$ cat config.mk
export PLATFORM = sky130hd
export DESIGN_NAME = traffic_light_top
export DESIGN_NICKNAME = d
export VERILOG_FILES = /design/src/traffic_pkg.sv /design/src/phase_timer.sv /design/src/auto_sequencer.sv /design/src/manual_selector.sv /design/src/lamp_arbiter.sv /design/src/traffic_light_top.sv
export VERILOG_INCLUDE_DIRS = /design/src
export SDC_FILE = /design/constraint.sdc
export NUM_CORES = 1
export LEC_CHECK = 0
export BUFFER_PORTS_ARGS = -buffer_cell sky130_fd_sc_hd__buf_2
export CORE_MARGIN = 4
export CORE_UTILIZATION = 53
export DETAILED_ROUTE_END_ITERATION = 10
export HOLD_SLACK_MARGIN = 0.1
export PLACE_DENSITY = 0.89
export REMOVE_ABC_BUFFERS = 1
export SYNTH_ARGS = -nofsm -noshare
export SYNTH_HDL_FRONTEND = slang
export SYNTH_SLANG_ARGS = --single-unit
$ cat constraint.sdc
create_clock -name clk -period 4.35 [get_ports clk]
set_clock_uncertainty 0.2 [all_clocks]
set_input_delay 0.6525 -clock clk [delete_from_list [all_inputs] [get_ports clk]]
set_output_delay 0.6525 -clock clk [all_outputs]
set_load 0.05 [all_outputs]
$ cat src/traffic_defs.svh
`ifndef TRAFFIC_DEFS_SVH
`define TRAFFIC_DEFS_SVH

// ==============================
// Intersection constants
// ==============================

// Clock cycles per displayed second
// Small for simulation, any value of 2 or more works
`define TICKS_PER_SEC 8

// Width of every seconds field (durations and countdown)
`define SEC_W 8

// Approaches at the intersection
`define NUM_DIRS 4

`endif

$ cat src/traffic_pkg.sv
`include "traffic_defs.svh"

package traffic_pkg;

    // ==============================
    // Directions and phases
    // ==============================

    // Approach index, also the bit index into every lamp vector
    typedef enum logic [$clog2(`NUM_DIRS)-1:0] {
        NORTH = 2'd0,
        EAST  = 2'd1,
        SOUTH = 2'd2,
        WEST  = 2'd3
    } dir_t;

    // Phase kinds of the automatic cycle
    // TRANSITION only follows a return from manual mode
    typedef enum logic [1:0] {
        GREEN      = 2'd0,
        YELLOW     = 2'd1,
        ALL_RED    = 2'd2,
        TRANSITION = 2'd3
    } phase_t;

    // ==============================
    // Lamps and timing
    // ==============================

    // One bit per approach in each colour, indexed by dir_t
    // At most one colour lit per approach
    typedef struct packed {
        logic [`NUM_DIRS-1:0] red;
        logic [`NUM_DIRS-1:0] yellow;
        logic [`NUM_DIRS-1:0] green;
    } lamp_set_t;

    // Phase durations in seconds, zero behaves as one
    typedef struct packed {
        logic [`SEC_W-1:0] green_sec;
        logic [`SEC_W-1:0] yellow_sec;
        logic [`SEC_W-1:0] red_hold_sec;
    } timing_cfg_t;

    // ==============================
    // Switch word
    // ==============================

    // Sequential view, one switch per approach
    typedef struct packed {
        logic [9:0] spare;
        logic       west;
        logic       south;
        logic       east;
        logic       north;
        logic       parallel;
        logic       manual;
    } switch_seq_t;

    // Parallel view, bits 2 and 3 pick an opposing pair
    typedef struct packed {
        logic [11:0] spare;
        logic        ew_pair;
        logic        ns_pair;
        logic        parallel;
        logic        manual;
    } switch_par_t;

    // Same 16 switches, decoded per selection style
    typedef union packed {
        switch_seq_t seq;
        switch_par_t par;
    } switch_word_u;

    // ==============================
    // Status
    // ==============================

    typedef struct packed {
        logic [`SEC_W-1:0] countdown;
        dir_t              direction;
        logic              transition;
        logic              show_countdown;
    } status_t;

endpackage

$ cat src/phase_timer.sv
`timescale 1ns/1ps
`include "traffic_defs.svh"

module phase_timer (
    input  logic              clk,
    input  logic              rst,
    input  logic              restart,
    input  logic [`SEC_W-1:0] limit_sec,
    output logic              done,
    output logic [`SEC_W-1:0] countdown
);

    // ==============================
    // Prescaler constants
    // ==============================

    localparam int SUB_W = $clog2(`TICKS_PER_SEC);
    localparam logic [SUB_W-1:0] SUB_LAST = SUB_W'(`TICKS_PER_SEC - 1);

    // Cycle within the current second
    logic [SUB_W-1:0]  sub_cnt;
    // Whole seconds completed in this phase
    logic [`SEC_W-1:0] sec_cnt;

    logic [`SEC_W-1:0] eff_limit;
    logic              sec_end;
    logic              phase_end;

    // ==============================
    // End of phase
    // ==============================

    // Zero duration still runs one second
    assign eff_limit = (limit_sec == '0) ? `SEC_W'(1) : limit_sec;

    // Last cycle of a second
    assign sec_end = (sub_cnt == SUB_LAST);

    // Last cycle of the last second, live limit so changes apply at once
    assign phase_end = sec_end && (sec_cnt >= eff_limit - `SEC_W'(1));

    // A restart swallows the pulse
    assign done = phase_end && !restart;

    // Seconds left, floored at zero when the limit drops below the count
    assign countdown = (limit_sec > sec_cnt) ? (limit_sec - sec_cnt) : '0;

    // ==============================
    // Counters
    // ==============================

    always_ff @(posedge clk or posedge rst) begin
        if (rst) begin
            sub_cnt <= '0;
            sec_cnt <= '0;
        end else if (restart || phase_end) begin
            // New phase starts from zero
            sub_cnt <= '0;
            sec_cnt <= '0;
        end else if (sec_end) begin
            sub_cnt <= '0;
            sec_cnt <= sec_cnt + `SEC_W'(1);
        end else begin
            sub_cnt <= sub_cnt + SUB_W'(1);
        end
    end

endmodule

$ cat src/auto_sequencer.sv
`timescale 1ns/1ps
`include "traffic_defs.svh"

module auto_sequencer (
    input  logic                       clk,
    input  logic                       rst,
    input  traffic_pkg::switch_word_u  switches,
    input  traffic_pkg::timing_cfg_t   timing,
    input  logic [`NUM_DIRS-1:0]       manual_green,
    output traffic_pkg::lamp_set_t     auto_lamps,
    output traffic_pkg::dir_t          auto_dir,
    output logic                       auto_owns,
    output logic                       in_transition,
    output logic [`SEC_W-1:0]          countdown
);

    // Phase state
    traffic_pkg::dir_t   cur_dir;
    traffic_pkg::phase_t cur_phase;
    traffic_pkg::dir_t   nxt_dir;
    traffic_pkg::phase_t nxt_phase;

    // Mode tracking
    logic manual;
    logic manual_q;
    logic pending;
    logic rise;
    logic fall;
    logic hold;

    // Green lamps of manual mode, shown as yellow in TRANSITION
    logic [`NUM_DIRS-1:0] snapshot;

    // Timer handshake
    logic [`SEC_W-1:0] limit_sec;
    logic              restart;
    logic              done;

    // ==============================
    // Mode edges
    // ==============================

    assign manual = switches.seq.manual;
    assign rise   = manual && !manual_q;
    assign fall   = !manual && manual_q;

    // Pure manual, nothing left of the automatic cycle
    assign hold = manual && !pending && !rise;

    // Timer starts over on TRANSITION entry and while held
    assign restart = fall || hold;

    // Duration of the running phase
    always_comb begin
        case (cur_phase)
            traffic_pkg::GREEN:   limit_sec = timing.green_sec;
            traffic_pkg::ALL_RED: limit_sec = timing.red_hold_sec;
            // Yellow and TRANSITION share the yellow time
            default:              limit_sec = timing.yellow_sec;
        endcase
    end

    phase_timer u_timer (
        .clk       (clk),
        .rst       (rst),
        .restart   (restart),
        .limit_sec (limit_sec),
        .done      (done),
        .countdown (countdown)
    );

    // ==============================
    // Next phase
    // ==============================

    always_comb begin
        nxt_dir   = cur_dir;
        nxt_phase = cur_phase;
        case (cur_phase)
            traffic_pkg::GREEN:  nxt_phase = traffic_pkg::YELLOW;
            traffic_pkg::YELLOW: nxt_phase = traffic_pkg::ALL_RED;
            traffic_pkg::ALL_RED: begin
                // N -> E -> S -> W -> N
                nxt_phase = traffic_pkg::GREEN;
                nxt_dir   = traffic_pkg::dir_t'(cur_dir + 1'b1);
            end
            default: begin
                // TRANSITION restarts the cycle at North
                nxt_phase = traffic_pkg::GREEN;
                nxt_dir   = traffic_pkg::NORTH;
            end
        endcase
    end

    // ==============================
    // State registers
    // ==============================

    always_ff @(posedge clk or posedge rst) begin
        if (rst) begin
            cur_dir   <= traffic_pkg::NORTH;
            cur_phase <= traffic_pkg::GREEN;
            manual_q  <= 1'b0;
            pending   <= 1'b0;
        end else begin
            manual_q <= manual;
            if (!manual) begin
                if (fall) begin
                    // Back to automatic through a yellow phase
                    cur_phase <= traffic_pkg::TRANSITION;
                    cur_dir   <= traffic_pkg::NORTH;
                end else if (done) begin
                    cur_phase <= nxt_phase;
                    cur_dir   <= nxt_dir;
                end
            end else if (pending || rise) begin
                // Finish the automatic cycle up to the next all-red
                pending <= 1'b1;
                if (done) begin
                    cur_phase <= nxt_phase;
                    cur_dir   <= nxt_dir;
                    if (nxt_phase == traffic_pkg::ALL_RED) begin
                        pending <= 1'b0;
                    end
                end
            end else begin
                // Parked at North green while manual owns the lamps
                cur_phase <= traffic_pkg::GREEN;
                cur_dir   <= traffic_pkg::NORTH;
            end
        end
    end

    // Captured on the manual to automatic edge
    always_ff @(posedge clk) begin
        if (fall) begin
            snapshot <= manual_green;
        end
    end

    // ==============================
    // Lamp decoding
    // ==============================

    always_comb begin
        auto_lamps.red    = '1;
        auto_lamps.yellow = '0;
        auto_lamps.green  = '0;
        case (cur_phase)
            traffic_pkg::GREEN: begin
                auto_lamps.red[cur_dir]   = 1'b0;
                auto_lamps.green[cur_dir] = 1'b1;
            end
            traffic_pkg::YELLOW: begin
                auto_lamps.red[cur_dir]    = 1'b0;
                auto_lamps.yellow[cur_dir] = 1'b1;
            end
            traffic_pkg::TRANSITION: begin
                // Former manual greens go yellow, the rest stay red
                auto_lamps.yellow = snapshot;
                auto_lamps.red    = ~snapshot;
            end
            default: ;
        endcase
    end

    assign auto_dir      = cur_dir;
    assign in_transition = (cur_phase == traffic_pkg::TRANSITION);

    // Automatic lamps stay on until manual takes over at all-red
    assign auto_owns = !manual || pending;

endmodule

$ cat src/manual_selector.sv
`timescale 1ns/1ps
`include "traffic_defs.svh"

module manual_selector (
    input  traffic_pkg::switch_word_u switches,
    output traffic_pkg::lamp_set_t    manual_lamps,
    output traffic_pkg::dir_t         manual_dir
);

    logic [`NUM_DIRS-1:0] green;

    // ==============================
    // Switch decoding
    // ==============================

    always_comb begin
        green      = '0;
        manual_dir = traffic_pkg::NORTH;
        if (!switches.seq.parallel) begin
            // Sequential, first set switch wins
            if (switches.seq.north) begin
                green[traffic_pkg::NORTH] = 1'b1;
            end else if (switches.seq.east) begin
                green[traffic_pkg::EAST] = 1'b1;
                manual_dir               = traffic_pkg::EAST;
            end else if (switches.seq.south) begin
                green[traffic_pkg::SOUTH] = 1'b1;
                manual_dir                = traffic_pkg::SOUTH;
            end else if (switches.seq.west) begin
                green[traffic_pkg::WEST] = 1'b1;
                manual_dir               = traffic_pkg::WEST;
            end
        end else begin
            // Parallel, exactly one pair or nothing
            if (switches.par.ns_pair && !switches.par.ew_pair) begin
                green[traffic_pkg::NORTH] = 1'b1;
                green[traffic_pkg::SOUTH] = 1'b1;
            end else if (switches.par.ew_pair && !switches.par.ns_pair) begin
                green[traffic_pkg::EAST] = 1'b1;
                green[traffic_pkg::WEST] = 1'b1;
            end
            // Direction by switch priority, even when lamps are all red
            if (!switches.par.ns_pair && switches.par.ew_pair) begin
                manual_dir = traffic_pkg::EAST;
            end
        end
    end

    // No yellow in manual, everything not green is red
    assign manual_lamps.green  = green;
    assign manual_lamps.yellow = '0;
    assign manual_lamps.red    = ~green;

endmodule

$ cat src/lamp_arbiter.sv
`timescale 1ns/1ps
`include "traffic_defs.svh"

module lamp_arbiter (
    input  traffic_pkg::lamp_set_t auto_lamps,
    input  traffic_pkg::dir_t      auto_dir,
    input  logic                   auto_owns,
    input  logic                   in_transition,
    input  logic [`SEC_W-1:0]      countdown,
    input  traffic_pkg::lamp_set_t manual_lamps,
    input  traffic_pkg::dir_t      manual_dir,
    output traffic_pkg::lamp_set_t lamps,
    output traffic_pkg::status_t   status
);

    // ==============================
    // Lamp ownership
    // ==============================

    // Sequencer owns the lamps in automatic mode and while manual is pending
    assign lamps            = auto_owns ? auto_lamps : manual_lamps;
    assign status.direction = auto_owns ? auto_dir : manual_dir;

    // ==============================
    // Status word
    // ==============================

    // Countdown value always from the timer
    assign status.countdown = countdown;

    // Yellow hand-back from manual
    assign status.transition = in_transition;

    // Hidden in pure manual only
    assign status.show_countdown = auto_owns;

endmodule

$ cat src/traffic_light_top.sv
`timescale 1ns/1ps
`include "traffic_defs.svh"

module traffic_light_top (
    input  logic                      clk,
    input  logic                      rst,
    input  traffic_pkg::switch_word_u switches,
    input  traffic_pkg::timing_cfg_t  timing,
    output traffic_pkg::lamp_set_t    lamps,
    output traffic_pkg::status_t      status
);

    // Automatic side
    traffic_pkg::lamp_set_t auto_lamps;
    traffic_pkg::dir_t      auto_dir;
    logic                   auto_owns;
    logic                   in_transition;
    logic [`SEC_W-1:0]      countdown;

    // Manual side
    traffic_pkg::lamp_set_t manual_lamps;
    traffic_pkg::dir_t      manual_dir;

    // ==============================
    // Sequencer and selector
    // ==============================

    // Manual greens feed the TRANSITION snapshot
    auto_sequencer u_seq (
        .clk           (clk),
        .rst           (rst),
        .switches      (switches),
        .timing        (timing),
        .manual_green  (manual_lamps.green),
        .auto_lamps    (auto_lamps),
        .auto_dir      (auto_dir),
        .auto_owns     (auto_owns),
        .in_transition (in_transition),
        .countdown     (countdown)
    );

    manual_selector u_sel (
        .switches     (switches),
        .manual_lamps (manual_lamps),
        .manual_dir   (manual_dir)
    );

    // ==============================
    // Output select
    // ==============================

    lamp_arbiter u_arb (
        .auto_lamps    (auto_lamps),
        .auto_dir      (auto_dir),
        .auto_owns     (auto_owns),
        .in_transition (in_transition),
        .countdown     (countdown),
        .manual_lamps  (manual_lamps),
        .manual_dir    (manual_dir),
        .lamps         (lamps),
        .status        (status)
    );

endmodule

# Word-level counts from Yosys, hierarchy flattened
# Cells that the tools add are included.
[word_totals]
ff_bits = 21
inputBits = 42
output_inout_bits = 24
wordCells = 92
[classes]
addsub = 5
magnitude_cmp = 4
n_eq_ne = 5
n_mux = 43
bitwise = 3
reduce_logical = 25
[op_table]
columns = ["cell", "n"]
rows = [
  ["two-way mux 8 bit", 4],
  ["two-way mux 2 bit", 15],
  ["one-hot mux 4 bit (2 select lines)", 2],
  ["one-hot mux 8 bit (2 select lines)", 1],
  ["two-way mux 1 bit", 12],
  ["two-way mux 12 bit", 1],
  ["inverter 4 bit", 3],
  ["logical AND 1 bit", 9],
  ["two-way mux 3 bit", 3],
  ["adder 8 x 1 -> 8 bit (second input constant)", 1],
  [">= comparator 8 bit", 1],
  ["greater-than comparator 8 bit", 1],
  ["zero test 8 bit", 1],
  ["two-way mux 4 bit", 2],
  ["one-hot mux 2 bit (2 select lines)", 2],
  ["subtractor 8 x 1 -> 8 bit (second input constant)", 1],
  ["subtractor 8 bit", 1],
  ["zero test 1 bit", 7],
  ["equality test 2 bit (second input constant)", 3],
  ["logical OR 1 bit", 4],
  ["adder 3 x 1 -> 3 bit (second input constant)", 1],
  ["equality test 3 bit (second input constant)", 1],
  ["< comparator 2 x 3 -> 1 bit (second input constant)", 1],
  ["adder 2 x 1 -> 2 bit (second input constant)", 1],
  ["other kinds (7)", 7],
]

# Depth between registers and ports, before layout
[depth]
word_depth = 11
mapped_depth = 16

# Cells and area by module
# A second synthesis with hierarchy kept.
[unflattened]
cells_unflattened = 288
hier_area_um2 = 2428.6
[modules_own_cells]
columns = ["mod", "instances", "cells_each", "area_per_inst_um2", "seq_area_each_um2"]
rows = [
  ["phase_timer", 1, 151, 1267.5, 275.3],
  ["auto_sequencer", 1, 89, 775.7, 270.3],
  ["lamp_arbiter", 1, 25, 244.0, 0.0],
  ["manual_selector", 1, 23, 141.4, 0.0],
]

# Worst setup path after synthesis
# OpenSTA, ideal clock, no wires.
[synth_path]
path_kind = "input-to-output"
from = "input timing[16] (netlist name)"
to = "output status[6] (netlist name)"
arrival_ns = 3.837
t_required_ns = 3.497
slack_ns = -0.339
path_stages = 9
n_path_buf = 0
path_cell_list = "mux2_4 > mux2i_4 > ha_1 > fa_1 > and2b_1 > o21ai_1 > a21oi_1 > o21ai_2 > a2111oi_1"
[synth_lines]
columns = ["element", "line_no", "source"]
rows = [
  ["start, declared", "traffic_light_top.sv:8", "input traffic_pkg::timing_cfg_t timing,"],
  ["end, declared", "traffic_light_top.sv:10", "output traffic_pkg::status_t status"],
]

==> impl_metrics.json <==
{
  "status": "finished clean",
  "antenna_cells": 0,
  "fin_crit_sh_pct": 93.68,
  "die_y_um": 73.35,
  "critPathLaunchType": "flop",
  "critical_path_class": "reg -> out",
  "max-cap-violations": 0,
  "remaining_drc_errors": 0,
  "layout.cells.non_filler": 367,
  "layout-drive-gt1-share_pct": 24.29,
  "synthesis.area_um2": 2263,
  "drtPass1Iterations": 4,
  "rows": 23,
  "grt-ovfl-total": 0,
  "drtIter0Drc": 160,
  "ys_seq_area_share_pct": 24.10,
  "crit_path_max_fanout": 9,
  "wl_mm": 5.147,
  "grt_pass1_wl_mm": 8.852,
  "clockRootBuffer": "clkbuf_8",
  "synth-seq-cells": 21,
  "max_freq_ghz": 0.2454,
  "cts_buffers": 3,
  "clockBufferDepth": 2,
  "num_vias": 2103,
  "portBuffers": 55,
  "cp_slowest_cell": "dfrtp_2",
  "fin_hold_ws_ps": 238.0,
  "avgSynthCellArea_um2": 8.477,
  "gp_congestion": 0.8674,
  "clkLatencyLatePin_ps": 250,
  "drt-wirelength-per-cell_um": 14.02,
  "syn2layout_area_growth_pct": 14.48,
  "relSlewSlack_pct": 36.49,
  "placedCellCount": 363,
  "die_w_um": 73.35,
  "fp.coreArea_um2": 4058,
  "setup_viol": 0,
  "vias_per_cell": 5.730,
  "worst_pin_slew_ps": 950.7,
  "worstHoldPathType": "reg -> reg",
  "antenna_found_initial": 0,
  "cts_tree": "done",
  "tns_ps": 0,
  "rsz0062_at_grt": "false",
  "antenna_left": 0,
  "ir_drop_v": 0.0001276,
  "synth_enable_flop_cells": 4,
  "clk_pin_slew_worst_paths_ps": 70,
  "power.density_nw_per_um2": 228.9,
  "leakagePower_nw": 1.234,
  "grt_pass1_vias": 2019,
  "ios": 66,
  "worstPathArrival_ps": 3220,
  "crit_chain": "mux2_4, mux2i_4, inv_1, ha_1, nor2b_1, o21ai_2, a21oi_1, or4_1, a221oi_1, buf_2",
  "finalMaxSlewViolations": 0,
  "htreeDepth": 1,
  "async_flop_share_pct": 80.95,
  "syn_inst": 267,
  "grt_max_degree": 19,
  "fin_nets": 385,
  "yosysUniqueCellTypes": 52,
  "grtUsageTotal_pct": 20.19,
  "critPathMaxStageDelay_ps": 530,
  "clock_sinks": 21,
  "crit_required_ps": 3500,
  "synthFlopType": "dfrtp_1",
  "end_kind": "output port",
  "start_util_pct": 55.78,
  "ys_warn_count": 0,
  "dieArea_um2": 5380,
  "hold_viol": 0,
  "post-dp-hpwl_mm": 4.251,
  "final.min_clock_period_ps": 4075
}
[synthesized netlist by cell type (7+ instances only)]
| master | instances | share of area [%] |
|---|---|---|
| nand2b_1 | 10 | 2.8 |
| inv_1 | 19 | 3.2 |
| a21oi_1 | 24 | 5.3 |
| xnor2_1 | 9 | 3.5 |
| nor3_1 | 9 | 2.0 |
| mux2i_1 | 10 | 4.4 |
| ha_1 | 24 | 13 |
| o21ai_0 | 7 | 1.5 |
| nand3_1 | 7 | 1.5 |
| o21ai_2 | 8 | 3.1 |
| nand2_1 | 26 | 4.3 |
| dfrtp_1 | 17 | 19 |
| nor2_1 | 19 | 3.2 |
[flip-flops by register name, summed over array words and instances (netlist names)]
signal / count
u_seq.snapshot: 4
u_seq.cur_phase: 2
u_seq.u_timer.sub_cnt: 3
u_seq.u_timer.sec_cnt: 8
u_seq.pending: 1
u_seq.manual_q: 1
u_seq.auto_dir: 2
[placed cells by master, fill, tap and decap left out, types with 4 or more instances in the layout]
cell type | netlist | routed
edfxtp_1 | 4 | 4
o21ai_2 | 8 | 8
o21ai_0 | 7 | 7
nor2_1 | 19 | 19
a21oi_1 | 24 | 24
inv_1 | 19 | 19
nor2b_1 | 5 | 5
dfrtp_1 | 17 | 16
nand2_1 | 26 | 26
buf_2 | 3 | 55
a21o_1 | 4 | 4
nor3_1 | 9 | 9
xnor2_1 | 9 | 9
a22o_1 | 4 | 4
mux2i_1 | 10 | 10
a211oi_1 | 6 | 6
ha_1 | 24 | 24
o21ai_1 | 4 | 4
nand2b_1 | 10 | 10
nand3_1 | 7 | 7
[stage by stage]
stage               setup WS, ps  utilization, %  power (mW)  area [um^2]
floorplan                 -631.4               -      0.4116         2192
global placement           424.5           62.72      0.4661         2545
detailed placement         383.9           62.72      0.4742         2545
CTS                        130.4           63.83      0.5995         2590
global route               76.61           63.86      0.6378         2591
finish                     274.8           63.86      0.5932         2591
[power by group]
| group | switching, mW | internal (mW) | total [mW] |
|---|---|---|---|
| sequential | 0.0135 | 0.218 | 0.231 |
| combinational | 0.152 | 0.0867 | 0.238 |
| clock | 0.0585 | 0.0651 | 0.124 |
[layer usage]
metal	vias up	wire length (um)	track usage, %
met4	0	42	4.427
met1	972	2226	26.04
li1	1055	-	-
met2	69	2529	35.35
met5	-	0	0
met3	7	348	3.283
[area by class of cell]
type,count,area [um^2]
tap,50,62.56
timing repair buffer,57,290.3
inverter,19,71.32
multi-input combinational,216,1575
fill,333,1466
clock buffer,4,45.04
sequential,21,546.8
[repair_timing]
| action | CTS | global route |
|---|---|---|
| gates resized for setup | 0 | 1 |
| hold buffers | 0 | 0 |
| buffers inserted | 0 | 0 |
| hold endpoints to repair | 0 | 0 |
| endpoints found under the setup margin | 0 | 2 |
[worst paths after layout]
path / slack [ps] / depth (start not counted) / to / start
setup / recovery: 270 / 10 / status[11] / u_seq.cur_phase[1]$_DFF_PP0_
hold / removal: 240 / 1 / u_seq.u_timer.sub_cnt[0]$_DFF_PP0_ / u_seq.u_timer.sub_cnt[0]$_DFF_PP0_
setup reg to reg: 630 / 13 / u_seq.cur_phase[1]$_DFF_PP0_ / u_seq.cur_phase[0]$_DFF_PP0_
hold reg to reg: 240 / 1 / u_seq.u_timer.sub_cnt[0]$_DFF_PP0_ / u_seq.u_timer.sub_cnt[0]$_DFF_PP0_
max in group asynchronous: 3220 / 2 / u_seq.cur_phase[1]$_DFF_PP0_ / rst
min in group asynchronous: 270 / 2 / u_seq.u_timer.sec_cnt[1]$_DFFE_PP0P_ / rst
[logic make-up (layout without fill, tap and decap cells)]
group	Yosys count	after routing	share of synthesized area [%]
compound gates	71	71	20.84
flops	21	21	24.10
buf+inv	30	80	6.302
mux	14	14	7.739
simple gates	95	95	22.61
xor+xnor	11	11	4.257
fa+ha+maj	25	25	14.15
[worst max-delay path: cells and delay by family, from the launching register on]
| kind | cells | cell delay [ps] |
|---|---|---|
| AO/OA/AOI/OAI | 3 | 530 |
| adder cells (fa/ha/maj) | 1 | 290 |
| buffers and inverters | 2 | 380 |
| flip-flops | 1 | 530 |
| multiplexers | 2 | 610 |
| AND/OR/NAND/NOR | 2 | 630 |
Note: power is estimated with default switching activity, not from simulation.
